--- src/verilog/cfg_pkg.sv ---
////////////////////
// Configuration table shared definitions
// Sizes, latencies, RAM port structs, read tags and CPU FSM states
////////////////////

package cfg_pkg;

    ////////////////////
    // Table geometry
    localparam int ADDR_W = 5;
    localparam int DATA_W = 32;
    localparam int DEPTH  = 32;

    ////////////////////
    // Latencies in clock cycles
    // RAM read enable to read data
    localparam int RD_LAT  = 3;
    // CPU write strobe to RAM write, covers parity generation
    localparam int WR_LAT  = 2;
    // Access performed to uprdy
    localparam int RDY_LAT = 4;

    // CPU FSM down-counter, wide enough for either wait
    localparam int CNT_W = $clog2(WR_LAT + RDY_LAT);

    typedef logic [ADDR_W-1:0] cfg_addr_t;
    typedef logic [DATA_W-1:0] cfg_data_t;
    typedef logic [CNT_W-1:0]  cfg_cnt_t;

    // Stored word, even parity over data
    typedef struct packed {
        logic      par;
        cfg_data_t data;
    } cfg_word_t;

    // RAM write port
    typedef struct packed {
        logic      en;
        cfg_addr_t addr;
        cfg_word_t word;
    } mem_wr_t;

    // RAM read port
    typedef struct packed {
        logic      en;
        cfg_addr_t addr;
    } mem_rd_t;

    // Rides beside a read until its data returns
    // eng and cpu say who gets the data, fwd marks a collision
    typedef struct packed {
        logic      eng;
        logic      cpu;
        logic      fwd;
        cfg_addr_t addr;
    } rd_tag_t;

    // CPU access states
    typedef enum logic [1:0] {
        IDLE,
        WR_WAIT,
        RD_PEND,
        DONE_WAIT
    } cpu_state_e;

endpackage

--- src/verilog/cfg_cpu_fsm.sv ---
////////////////////
// CPU access state machine
// Turns upws/uprs strobes into a write pulse or a held read request
// and times the single-cycle uprdy pulse
////////////////////
`timescale 1ns/1ps

module cfg_cpu_fsm
(
    input  logic               clk,
    input  logic               rst,
    input  logic               upen,
    input  logic               upws,
    input  logic               uprs,
    input  cfg_pkg::cfg_addr_t upa,
    input  cfg_pkg::cfg_data_t updi,
    input  logic               rd_grant,
    output logic               wr_go,
    output cfg_pkg::cfg_addr_t wr_addr,
    output cfg_pkg::cfg_data_t wr_data,
    output logic               cpu_rd_req,
    output cfg_pkg::cfg_addr_t rd_addr,
    output logic               uprdy
);

    cfg_pkg::cpu_state_e state;
    cfg_pkg::cfg_cnt_t   cnt;

    ////////////////////
    // State and wait counter
    always_ff @(posedge clk)
    begin
        if (rst)
        begin
            state <= cfg_pkg::IDLE;
            cnt   <= '0;
        end
        // Losing upen abandons the access
        else if (!upen)
        begin
            state <= cfg_pkg::IDLE;
            cnt   <= '0;
        end
        else
        begin
            case (state)
                cfg_pkg::IDLE:
                begin
                    // Write wins if both strobes arrive together
                    if (upws)
                    begin
                        state <= cfg_pkg::WR_WAIT;
                        cnt   <= cfg_pkg::cfg_cnt_t'(cfg_pkg::WR_LAT - 1);
                    end
                    else if (uprs)
                    begin
                        state <= cfg_pkg::RD_PEND;
                    end
                end
                cfg_pkg::WR_WAIT:
                begin
                    // RAM write lands in the last WR_WAIT cycle
                    if (cnt == '0)
                    begin
                        state <= cfg_pkg::DONE_WAIT;
                        cnt   <= cfg_pkg::cfg_cnt_t'(cfg_pkg::RDY_LAT - 1);
                    end
                    else
                    begin
                        cnt <= cnt - 1'b1;
                    end
                end
                cfg_pkg::RD_PEND:
                begin
                    if (rd_grant)
                    begin
                        state <= cfg_pkg::DONE_WAIT;
                        cnt   <= cfg_pkg::cfg_cnt_t'(cfg_pkg::RDY_LAT - 1);
                    end
                end
                default:
                begin
                    // DONE_WAIT, back to idle after the ready cycle
                    if (cnt == '0)
                        state <= cfg_pkg::IDLE;
                    else
                        cnt <= cnt - 1'b1;
                end
            endcase
        end
    end

    ////////////////////
    // Outputs
    // Write pulse in first WR_WAIT cycle, arbiter registers it once more
    assign wr_go = upen && (state == cfg_pkg::WR_WAIT) &&
                   (cnt == cfg_pkg::cfg_cnt_t'(cfg_pkg::WR_LAT - 1));

    // CPU holds upa and updi until uprdy
    assign wr_addr = upa;
    assign wr_data = updi;
    assign rd_addr = upa;

    assign cpu_rd_req = upen && (state == cfg_pkg::RD_PEND);
    assign uprdy      = upen && (state == cfg_pkg::DONE_WAIT) && (cnt == '0);

endmodule

--- src/verilog/cfg_delay_pipe.sv ---
////////////////////
// Fixed-depth delay pipe
// Carries one payload per cycle through RD_LAT register stages
////////////////////
`timescale 1ns/1ps

module cfg_delay_pipe
#(
    parameter type payload_t = logic
)
(
    input  logic     clk,
    input  logic     rst,
    input  payload_t in,
    output payload_t out
);

    payload_t stage [cfg_pkg::RD_LAT];

    always_ff @(posedge clk)
    begin
        if (rst)
        begin
            for (int i = 0; i < cfg_pkg::RD_LAT; i++)
                stage[i] <= '0;
        end
        else
        begin
            stage[0] <= in;
            // Shift toward the exit
            for (int i = 1; i < cfg_pkg::RD_LAT; i++)
                stage[i] <= stage[i-1];
        end
    end

    assign out = stage[cfg_pkg::RD_LAT-1];

endmodule

--- src/verilog/cfg_port_arb.sv ---
////////////////////
// Port arbiter
// Engine reads first, CPU read on a free cycle or a shared address
// Collision forwarding, parity generate and check, sticky par_err
////////////////////
`timescale 1ns/1ps

module cfg_port_arb
(
    input  logic               clk,
    input  logic               rst,
    input  logic               wr_go,
    input  cfg_pkg::cfg_addr_t wr_addr,
    input  cfg_pkg::cfg_data_t wr_data,
    input  logic               cpu_rd_req,
    input  cfg_pkg::cfg_addr_t rd_addr,
    input  cfg_pkg::mem_rd_t   eng_rd,
    input  cfg_pkg::cfg_word_t mem_rdata,
    input  logic               par_force_err,
    input  logic               par_err_dis,
    input  logic               upen,
    output logic               rd_grant,
    output cfg_pkg::mem_wr_t   mem_wr,
    output cfg_pkg::mem_rd_t   mem_rd,
    output logic               eng_valid,
    output cfg_pkg::cfg_addr_t eng_addr,
    output cfg_pkg::cfg_data_t eng_data,
    output cfg_pkg::cfg_data_t updo,
    output logic               par_err
);

    logic               wr_en_q;
    cfg_pkg::cfg_addr_t wr_addr_q;
    cfg_pkg::cfg_word_t wr_word_q;

    cfg_pkg::mem_rd_t   rd_sel;
    logic               collide;

    cfg_pkg::rd_tag_t   tag_in;
    cfg_pkg::rd_tag_t   tag_out;
    cfg_pkg::cfg_word_t fwd_in;
    cfg_pkg::cfg_word_t fwd_out;

    cfg_pkg::cfg_word_t rd_word;
    logic               rd_chk;
    cfg_pkg::cfg_data_t updo_q;

    ////////////////////
    // Write path
    // Second WR_LAT stage, parity computed here
    always_ff @(posedge clk)
    begin
        if (rst)
            wr_en_q <= 1'b0;
        else
            wr_en_q <= wr_go;
    end

    always_ff @(posedge clk)
    begin
        if (wr_go)
        begin
            wr_addr_q      <= wr_addr;
            wr_word_q.data <= wr_data;
            // Even parity, flipped on purpose when forcing errors
            wr_word_q.par  <= (^wr_data) ^ par_force_err;
        end
    end

    assign mem_wr.en   = wr_en_q;
    assign mem_wr.addr = wr_addr_q;
    assign mem_wr.word = wr_word_q;

    ////////////////////
    // Read arbitration
    // Engine owns the port when reading, CPU rides along on same address
    assign rd_grant = cpu_rd_req && (!eng_rd.en || (eng_rd.addr == rd_addr));

    assign rd_sel.en   = eng_rd.en || rd_grant;
    assign rd_sel.addr = eng_rd.en ? eng_rd.addr : rd_addr;

    // Read of the word being written this cycle
    assign collide = rd_sel.en && mem_wr.en && (mem_wr.addr == rd_sel.addr);

    // RAM would return the old word, so skip it
    assign mem_rd.en   = rd_sel.en && !collide;
    assign mem_rd.addr = rd_sel.addr;

    ////////////////////
    // In-flight reads
    assign tag_in.eng  = eng_rd.en;
    assign tag_in.cpu  = rd_grant;
    assign tag_in.fwd  = collide;
    assign tag_in.addr = rd_sel.addr;

    assign fwd_in = collide ? mem_wr.word : '0;

    cfg_delay_pipe #(.payload_t(cfg_pkg::rd_tag_t)) u_tag_pipe
    (
        .clk (clk),
        .rst (rst),
        .in  (tag_in),
        .out (tag_out)
    );

    cfg_delay_pipe #(.payload_t(cfg_pkg::cfg_word_t)) u_fwd_pipe
    (
        .clk (clk),
        .rst (rst),
        .in  (fwd_in),
        .out (fwd_out)
    );

    ////////////////////
    // Pipe exit
    assign rd_word = tag_out.fwd ? fwd_out : mem_rdata;

    // Engine sees data straight at the exit
    assign eng_valid = tag_out.eng;
    assign eng_addr  = tag_out.addr;
    assign eng_data  = rd_word.data;

    // CPU data one cycle later, lines up with uprdy
    always_ff @(posedge clk)
    begin
        if (tag_out.cpu)
            updo_q <= rd_word.data;
    end

    assign updo = upen ? updo_q : '0;

    ////////////////////
    // Parity check
    // Only real RAM reads, forwarded words never hit storage
    assign rd_chk = (tag_out.eng || tag_out.cpu) && !tag_out.fwd;

    // Sticky until rst
    always_ff @(posedge clk)
    begin
        if (rst)
            par_err <= 1'b0;
        else if (rd_chk && !par_err_dis && (^mem_rdata))
            par_err <= 1'b1;
    end

endmodule

--- src/verilog/cfg_ram.sv ---
////////////////////
// Table storage
// DEPTH parity-protected words with one write and one read per cycle
// Read data comes out of a RD_LAT register pipeline
////////////////////
`timescale 1ns/1ps

module cfg_ram
(
    input  logic               clk,
    input  cfg_pkg::mem_wr_t   wr,
    input  cfg_pkg::mem_rd_t   rd,
    output cfg_pkg::cfg_word_t rdata
);

    cfg_pkg::cfg_word_t mem [cfg_pkg::DEPTH];
    cfg_pkg::cfg_word_t rd_pipe [cfg_pkg::RD_LAT];

    ////////////////////
    // Write port
    always_ff @(posedge clk)
    begin
        if (wr.en)
            mem[wr.addr] <= wr.word;
    end

    ////////////////////
    // Read port
    always_ff @(posedge clk)
    begin
        // Same-address write in this cycle is not seen so the old word comes out
        if (rd.en)
            rd_pipe[0] <= mem[rd.addr];
        // Output registers for a total latency of RD_LAT
        for (int i = 1; i < cfg_pkg::RD_LAT; i++)
            rd_pipe[i] <= rd_pipe[i-1];
    end

    assign rdata = rd_pipe[cfg_pkg::RD_LAT-1];

endmodule

--- src/verilog/cfg_scan_counter.sv ---
////////////////////
// Engine scan counter
// Reads one table address per cycle while active, wrapping at DEPTH
////////////////////
`timescale 1ns/1ps

module cfg_scan_counter
(
    input  logic             clk,
    input  logic             rst,
    input  logic             active,
    output cfg_pkg::mem_rd_t eng_rd
);

    cfg_pkg::cfg_addr_t scan_addr;
    logic               at_last;

    // Last table entry, next read goes back to zero
    assign at_last = (scan_addr == cfg_pkg::cfg_addr_t'(cfg_pkg::DEPTH - 1));

    ////////////////////
    // Address counter
    always_ff @(posedge clk)
    begin
        if (rst)
        begin
            scan_addr <= '0;
        end
        else if (active)
        begin
            if (at_last)
                scan_addr <= '0;
            else
                scan_addr <= scan_addr + 1'b1;
        end
        // Inactive, hold position
    end

    // One read per active cycle
    assign eng_rd.en   = active;
    assign eng_rd.addr = scan_addr;

endmodule

--- src/verilog/cfg_table_top.sv ---
////////////////////
// Configuration table top level
// CPU port and engine scanner sharing one parity-protected RAM
////////////////////
`timescale 1ns/1ps

module cfg_table_top
(
    input  logic               clk,
    input  logic               rst,
    // CPU side
    input  logic               upen,
    input  logic               upws,
    input  logic               uprs,
    input  cfg_pkg::cfg_addr_t upa,
    input  cfg_pkg::cfg_data_t updi,
    output cfg_pkg::cfg_data_t updo,
    output logic               uprdy,
    // Engine side
    input  logic               active,
    output logic               eng_valid,
    output cfg_pkg::cfg_addr_t eng_addr,
    output cfg_pkg::cfg_data_t eng_data,
    // Static config and status
    input  logic               par_force_err,
    input  logic               par_err_dis,
    output logic               par_err
);

    logic               wr_go;
    cfg_pkg::cfg_addr_t wr_addr;
    cfg_pkg::cfg_data_t wr_data;
    logic               cpu_rd_req;
    cfg_pkg::cfg_addr_t rd_addr;
    logic               rd_grant;
    cfg_pkg::mem_rd_t   eng_rd;
    cfg_pkg::mem_wr_t   mem_wr;
    cfg_pkg::mem_rd_t   mem_rd;
    cfg_pkg::cfg_word_t mem_rdata;

    cfg_cpu_fsm u_cpu_fsm
    (
        .clk        (clk),
        .rst        (rst),
        .upen       (upen),
        .upws       (upws),
        .uprs       (uprs),
        .upa        (upa),
        .updi       (updi),
        .rd_grant   (rd_grant),
        .wr_go      (wr_go),
        .wr_addr    (wr_addr),
        .wr_data    (wr_data),
        .cpu_rd_req (cpu_rd_req),
        .rd_addr    (rd_addr),
        .uprdy      (uprdy)
    );

    cfg_scan_counter u_scan
    (
        .clk    (clk),
        .rst    (rst),
        .active (active),
        .eng_rd (eng_rd)
    );

    cfg_port_arb u_arb
    (
        .clk           (clk),
        .rst           (rst),
        .wr_go         (wr_go),
        .wr_addr       (wr_addr),
        .wr_data       (wr_data),
        .cpu_rd_req    (cpu_rd_req),
        .rd_addr       (rd_addr),
        .eng_rd        (eng_rd),
        .mem_rdata     (mem_rdata),
        .par_force_err (par_force_err),
        .par_err_dis   (par_err_dis),
        .upen          (upen),
        .rd_grant      (rd_grant),
        .mem_wr        (mem_wr),
        .mem_rd        (mem_rd),
        .eng_valid     (eng_valid),
        .eng_addr      (eng_addr),
        .eng_data      (eng_data),
        .updo          (updo),
        .par_err       (par_err)
    );

    cfg_ram u_ram
    (
        .clk   (clk),
        .wr    (mem_wr),
        .rd    (mem_rd),
        .rdata (mem_rdata)
    );

endmodule
--- config.mk ---
export PLATFORM = sky130hd
export DESIGN_NAME = cfg_table_top
export DESIGN_NICKNAME = d
export VERILOG_FILES = /design/src/verilog/cfg_pkg.sv /design/src/verilog/cfg_cpu_fsm.sv /design/src/verilog/cfg_delay_pipe.sv /design/src/verilog/cfg_port_arb.sv /design/src/verilog/cfg_ram.sv /design/src/verilog/cfg_scan_counter.sv /design/src/verilog/cfg_table_top.sv
export SDC_FILE = /design/constraint.sdc
export NUM_CORES = 2
export LEC_CHECK = 0
export ABC_AREA = 1
export BUFFER_PORTS_ARGS = -buffer_cell sky130_fd_sc_hd__buf_2
export CORE_ASPECT_RATIO = 1.1
export CORE_MARGIN = 3
export CORE_UTILIZATION = 42
export CTS_BUF_LIST = sky130_fd_sc_hd__clkbuf_16
export CTS_CLUSTER_DIAMETER = 100
export CTS_CLUSTER_SIZE = 30
export DETAILED_ROUTE_END_ITERATION = 10
export SLEW_MARGIN = 10
export SYNTH_ARGS = -nofsm -noshare
export SYNTH_HDL_FRONTEND = slang
export SYNTH_SLANG_ARGS = --single-unit
export TNS_END_PERCENT = 5
--- constraint.sdc ---
create_clock -name clk -period 9.1 [get_ports clk]
set_input_delay 2.73 -clock clk [delete_from_list [all_inputs] [get_ports clk]]
set_output_delay 2.73 -clock clk [all_outputs]
set_load 0.005 [all_outputs]
* Word level (Yosys, flattened, before mapping)
Memories as Yosys holds them, arrays and structs flattened.
Cells that the tools add are included.
Widths: inputs -> output; s select.
** Storage, ports and cells
- Memories :: 4
- Bits in latches :: 0
- Register bits after elaboration :: 82
- Bits in read-only memories :: 0
- Output and inout bits :: 72
- Word-level logic and storage cells :: 91
- Bits in writable memories :: 1278
** Cells by class
- Multiplexer cells :: 29
- Divide/modulo/power cells :: 0
- Order comparisons :: 0
- Equality and inequality tests :: 12
- Bitwise gates (word level) :: 8
- Multiply operators :: 0
- Add/sub/neg operators :: 2
- Reductions and logical operators :: 27
- Shift operators :: 0
** Memory list
- u_ram.mem :: words 32, width 33, read ports 1, clocked after Yosys merged registers in 0, wr ports 1, RTL line cfg_ram.sv:16 : cfg_pkg::cfg_word_t mem [cfg_pkg::DEPTH];
- u_arb.u_fwd_pipe.stage :: words 3, width 33, read ports 3, clocked after Yosys merged registers in 0, wr ports 3, RTL line cfg_delay_pipe.sv:18 : payload_t stage [cfg_pkg::RD_LAT];
- u_ram.rd_pipe :: words 3, width 33, read ports 3, clocked after Yosys merged registers in 0, wr ports 3, RTL line cfg_ram.sv:17 : cfg_pkg::cfg_word_t rd_pipe [cfg_pkg::RD_LAT];
- u_arb.u_tag_pipe.stage :: words 3, width 8, read ports 3, clocked after Yosys merged registers in 0, wr ports 3, RTL line cfg_delay_pipe.sv:18
** Operators by type and width (count)
- $mux 33 :: 4
- $mux 32 :: 2
- $reduce_xor 33->1 :: 1
- $reduce_xor 32->1 :: 1
- $mux 8 :: 3
- $logic_and 1x1->1 :: 12
- $mux 3 :: 4
- $eq 5x5->1 :: 2
- $mux 2 :: 5
- $mux 5 :: 2
- $pmux 3 s3 :: 1
- $mux 1 :: 7
- $or 1x1->1 :: 6
- $pmux 2 s3 :: 1
- $add 5x1->5 const B :: 1
- $eq 5x5->1 const B :: 1
- $eq 2x2->1 const B :: 2
- $logic_not 1->1 :: 4
- $ne 2x1->1 const B :: 2
- $ne 4x4->1 const B :: 1
- $reduce_and 4->1 :: 1
- $eq 3x1->1 const B :: 1
- $logic_not 3->1 :: 1
- $logic_or 1x1->1 :: 3
- 10 further kinds :: 10

* Logic depth before layout (Yosys ltp)
- Word-level depth :: 10
- Depth in mapped cells :: 14

* Cells and area by module
From an unflattened synthesis, not the netlist that was laid out.
** Second synthesis, totals
- Cell total of the unflattened synthesis :: 4812
- Area, all modules :: 54717.5 µm²
** Modules (own cells, without submodules)
- cfg_ram :: seq. area each 34022.6 µm², cells each 3744, area an instance 45592.5 µm², times used 1
- cfg_port_arb :: seq. area each 2142.1 µm², cells each 482, area an instance 4249.1 µm², times used 1
- cfg_delay_pipe at u_arb.u_fwd_pipe :: seq. area each 1981.9 µm², cells each 341, area an instance 3046.7 µm², times used 1
- cfg_cpu_fsm :: seq. area each 100.1 µm², cells each 132, area an instance 849.6 µm², times used 1
- cfg_delay_pipe at u_arb.u_tag_pipe :: seq. area each 480.5 µm², cells each 82, area an instance 743.2 µm², times used 1
- cfg_scan_counter :: seq. area each 100.1 µm², cells each 31, area an instance 236.5 µm², times used 1

* Worst setup path after synthesis
Ideal clock, no wire load.
- Path kind :: input -> register
- Start point :: input port upen
- End point :: register u_arb.wr_word_q (netlist bit u_arb.mem_wr[0]) (enable)
- Stages on the path :: 3
- Data required time :: 8620 ps
- Arrival :: 5668 ps
- Path buffers :: 1
- Setup slack :: 2951 ps
- Path through :: clkbuf_1 -> nand2_1 -> nor3_1
** On the way
- Longest elaborated chain between the ends :: 2
** Ends and longest elaborated chain
- from (decl) :: RTL line cfg_table_top.sv:12 : input logic upen,
- $logic_and 1x1->1 (2 in series) :: RTL line cfg_cpu_fsm.sv:96 : assign wr_go = upen && (state == cfg_pkg::WR_WAIT) &&
- named net u_arb.wr_go :: RTL line cfg_port_arb.sv:12 : input logic wr_go,
- to (decl) :: RTL line cfg_port_arb.sv:34 : cfg_pkg::cfg_word_t wr_word_q;
The timed path passes the listed nets, and every way through them passes these cells.
A chain may end at the register's enable or synchronous reset.

* Worst setup path after layout
- Start point :: input port upen
- End point :: output port uprdy
** On the way
- Longest elaborated chain between the ends :: 2
** Ends and longest elaborated chain
- $logic_and 1x1->1 (2 in series) :: RTL line cfg_cpu_fsm.sv:105 : assign uprdy = upen && (state == cfg_pkg::DONE_WAIT) && (cnt == '0);
- to (decl) :: RTL line cfg_table_top.sv:18 : output logic uprdy,
Every way passes these cells.

==> results_dict.tcl <==
set metrics [dict create \
    top_usage_layer "met2" \
    portBuffers 116 \
    hp-start "u_ram.rd_pipe[0][58]" \
    hold_viol_final 0 \
    clock_latency_ns 0.68 \
    reg2reg_depth 9 \
    drtIter0Drc 3981 \
    wire_per_inst_um 24.8 \
    cts_tree "built" \
    clockRootBuffer "clkbuf_16" \
    finalCritPeriodShare 0.695 \
    synth_area_sq_um 51200 \
    synth_edf_count 1159 \
    peakVddDrop_uv 152 \
    synth_top_family_by_area "compound AO/OA/AOI/OAI gates" \
    p_int_w 0.00815 \
    min_to "u_ram.rd_pipe[0][91]" \
    final_common_cell "edfxtp_1" \
    final_cells 5504 \
    grt_antenna_before_repair 5 \
    grt_pass1_vias 29082 \
    setup_slack_ns 2.77 \
    end_kind "output port" \
    areaGrowthSynthToFinish_pct 7.90 \
    critical_path_buf_inv_count 2 \
    cts_setup_buffers 0 \
    criticalPathCategory "in2out" \
    cts_buffer_depth 3 \
    vias 31242 \
    power.total_w 0.0107 \
    seq_area_frac_synth 0.757 \
    numCtsBuffers 52 \
    fp-row-count 133 \
    core_area_sq_um 120000 \
    final_cell_mix "edfxtp_1 (1159), nor2_1 (668), o21ai_0 (548)" \
    p_comb_frac 0.088 \
    grtUsageTotal 0.212 \
    slowest_delay_ns 0.53 \
    ys.flop_type "edfxtp_1" \
    globalplace.congestion 0.774 \
    crit_fanout 36 \
    synth_compound_gate_area_share 0.106 \
    grt_pass1_wl_mm 199 \
    skew_ns 0.0355 \
    path_depth 4 \
    sw_frac_of_total 0.238 \
    drt-pass1-iter-count 6 \
    synth.distinct_cells 31 \
    drtAntennaViolNets 0 \
    clk_pin_slew_ns 0.11 \
    power_leakage_nw 18.1 \
    drc 0 \
    postCtsHoldBufs 0 \
    dieArea_sq_um 126000 \
    max_freq_mhz 158 \
    power_density_nw_per_um2 194 \
    hpwl_mm 70.2 \
    syn-num-nets 3911 \
    n_fill_cell 10582 \
    clock-sinks 1357 \
    rsz0062_at_grt "no" \
    netlist_instances 3856 \
    pre_cts_ws_ns 2.70 \
    slew_viol_final 0 \
    cp_common_cell "buf_2" \
    fin_nets 3894 \
    synth-seq-cells 1357 \
    regToRegStartpoint "u_scan.scan_addr[0]" \
    cap_viol_max_count 0 \
    p_seq_frac 0.636 \
    p_sw_w 0.00255 \
    viasPerCell 5.68 \
    yosysWarnings 0 \
    r2r_slack_ns 5.38 \
    hold_class "reg2reg" \
    synthAdderAreaFrac 0.00244 \
    cts_resized 0 \
    routed_wl_mm 137 \
    synthArstFlopShare 0 \
    met1_usage 0.305 \
    period_needed_ns 6.33 \
    critPathSlowestCell "buf_2" \
    drive_gt1_frac 0.0796 \
    gr-usage-met2 0.341 \
    crit_chain "buf_2 -> nand2_1 -> nor2_1 -> buf_2" \
    initial_core_util 0.426 \
    tightest_slew_ns 1.27 \
    fin_hold_ws_ns 0.340 \
    num_io_pins 117 \
    grt_use_met3 0.0275 \
    arrival_ns 3.60 \
    htree_levels 2 \
    yosys.area_share.simple 0.0865 \
    setup_violations 0 \
    synthMuxAreaShare 0.00440 \
    overflow 0 \
    fp.dieH_um 372 \
    die_w_um 339 \
    hold_path_depth 0 \
    max_slew_margin 0.156 \
    r2r-end "u_ram.rd_pipe[0][13]" \
    outcome "completed" \
    cp.required_ns 6.37 \
    clkPwrFrac 0.276 \
    grt_start_max_net_pins 197 \
    syn_area_per_cell_sq_um 13.3 \
    crit_path_start_kind "input port" \
    critPathTopFamily "buffers and inverters" \
    synthXorXnorAreaFrac 0.00941 \
    placed_cells 5405 \
    finalSetupTns_ns 0 \
]
[power by group through the flow]
stage	Sequential, W	Combinational [W]	Clock, W
3_3_place_gp	0.00695	0.000930	0
4_1_cts	0.00681	0.000944	0.00302
6_report	0.00681	0.000940	0.00295
5_1_grt	0.00682	0.00105	0.00323
3_5_place_dp	0.00695	0.000941	0
2_1_floorplan	0.00692	0.000634	0
[stage by stage]
stage | instance area [sq um] | util
global route | 55200 | 0.459
detailed placement | 53700 | 0.446
global placement | 53700 | 0.446
finish | 55200 | 0.459
floorplan | 51200 | -
CTS | 55200 | 0.459
[worst reg2reg max path, delay by kind of cell (launching register included)]
family,cells,cell delay (ns)
buf+inv,2,1.62
flops,1,0.41
simple gates,4,0.96
compound gates,3,0.60
[kinds of logic (layout without fill, tap and decap cells)]
kind of cell | count (synthesis) | in the layout
muxes | 20 | 20
adders and majority gates | 10 | 10
buffers and inverters | 450 | 477
AOI/OAI and AO/OA | 861 | 861
other | 0 | 1
xor gates and xnor gates | 55 | 55
DFF | 1357 | 1357
and+or+nand+nor | 1103 | 1103
[sequential cells by signal, summed over array words and instances, names as in the netlist]
name                    count
u_ram.rd_pipe              99
u_scan.scan_addr            5
u_arb.wr_addr_q             5
u_arb.mem_wr               33
u_arb.u_tag_pipe.stage     24
u_arb.updo_q               32
u_ram.mem                1056
u_arb.wr_en_q               1
u_arb.par_err               1
u_cpu_fsm.state             2
u_arb.u_fwd_pipe.stage     96
u_cpu_fsm.cnt               3
[final cells by class]
class / count / area, sq um / area share
Multi-Input combinational cell: 2049 / 11000 / 0.198
Clock buffer: 54 / 1350 / 0.0245
Antenna cell: 1 / 2.50 / 0.0000453
Tap cell: 1620 / 2030 / 0.0367
Sequential cell: 1357 / 38800 / 0.702
Timing Repair Buffer: 179 / 1140 / 0.0207
Clock inverter: 44 / 224 / 0.00405
Inverter: 200 / 767 / 0.0139
[how the worst max path moves through the flow]
stage | from | to | slack [ns]
final | upen | uprdy | 2.77
after global routing | upen | updo[1] | 2.58
after CTS | upen | uprdy | 2.70
after detailed placement | upen | uprdy | 2.70
after global placement | upen | uprdy | 2.72
after floorplan | upen | u_arb.mem_wr[0] | 2.95
[Yosys cell counts, types with 20 or more instances]
cell      number  area (sq um)
edfxtp_1    1159         34800
nor2_1       700          2630
o21ai_0      548          2740
o221ai_1     264          2310
dfxtp_1      198          3960
inv_1        194           728
nand2_1      193           724
nand3_1      190           951
clkbuf_1     185           694
buf_2         41           205
xnor2_1       35           307
o21a_1        33           248
mux2_2        20           225
xor2_1        20           175
[metal layers]
metal  routed length, um  vias to the layer above  part of all wire
met5                   0                        -                 0
met4                3680                        0             0.027
met3               11200                      198             0.082
met2               62900                     1441              0.46
met1               58800                    15629              0.43
li1                    -                    13974                 -
(Power assumes the default switching activity.)
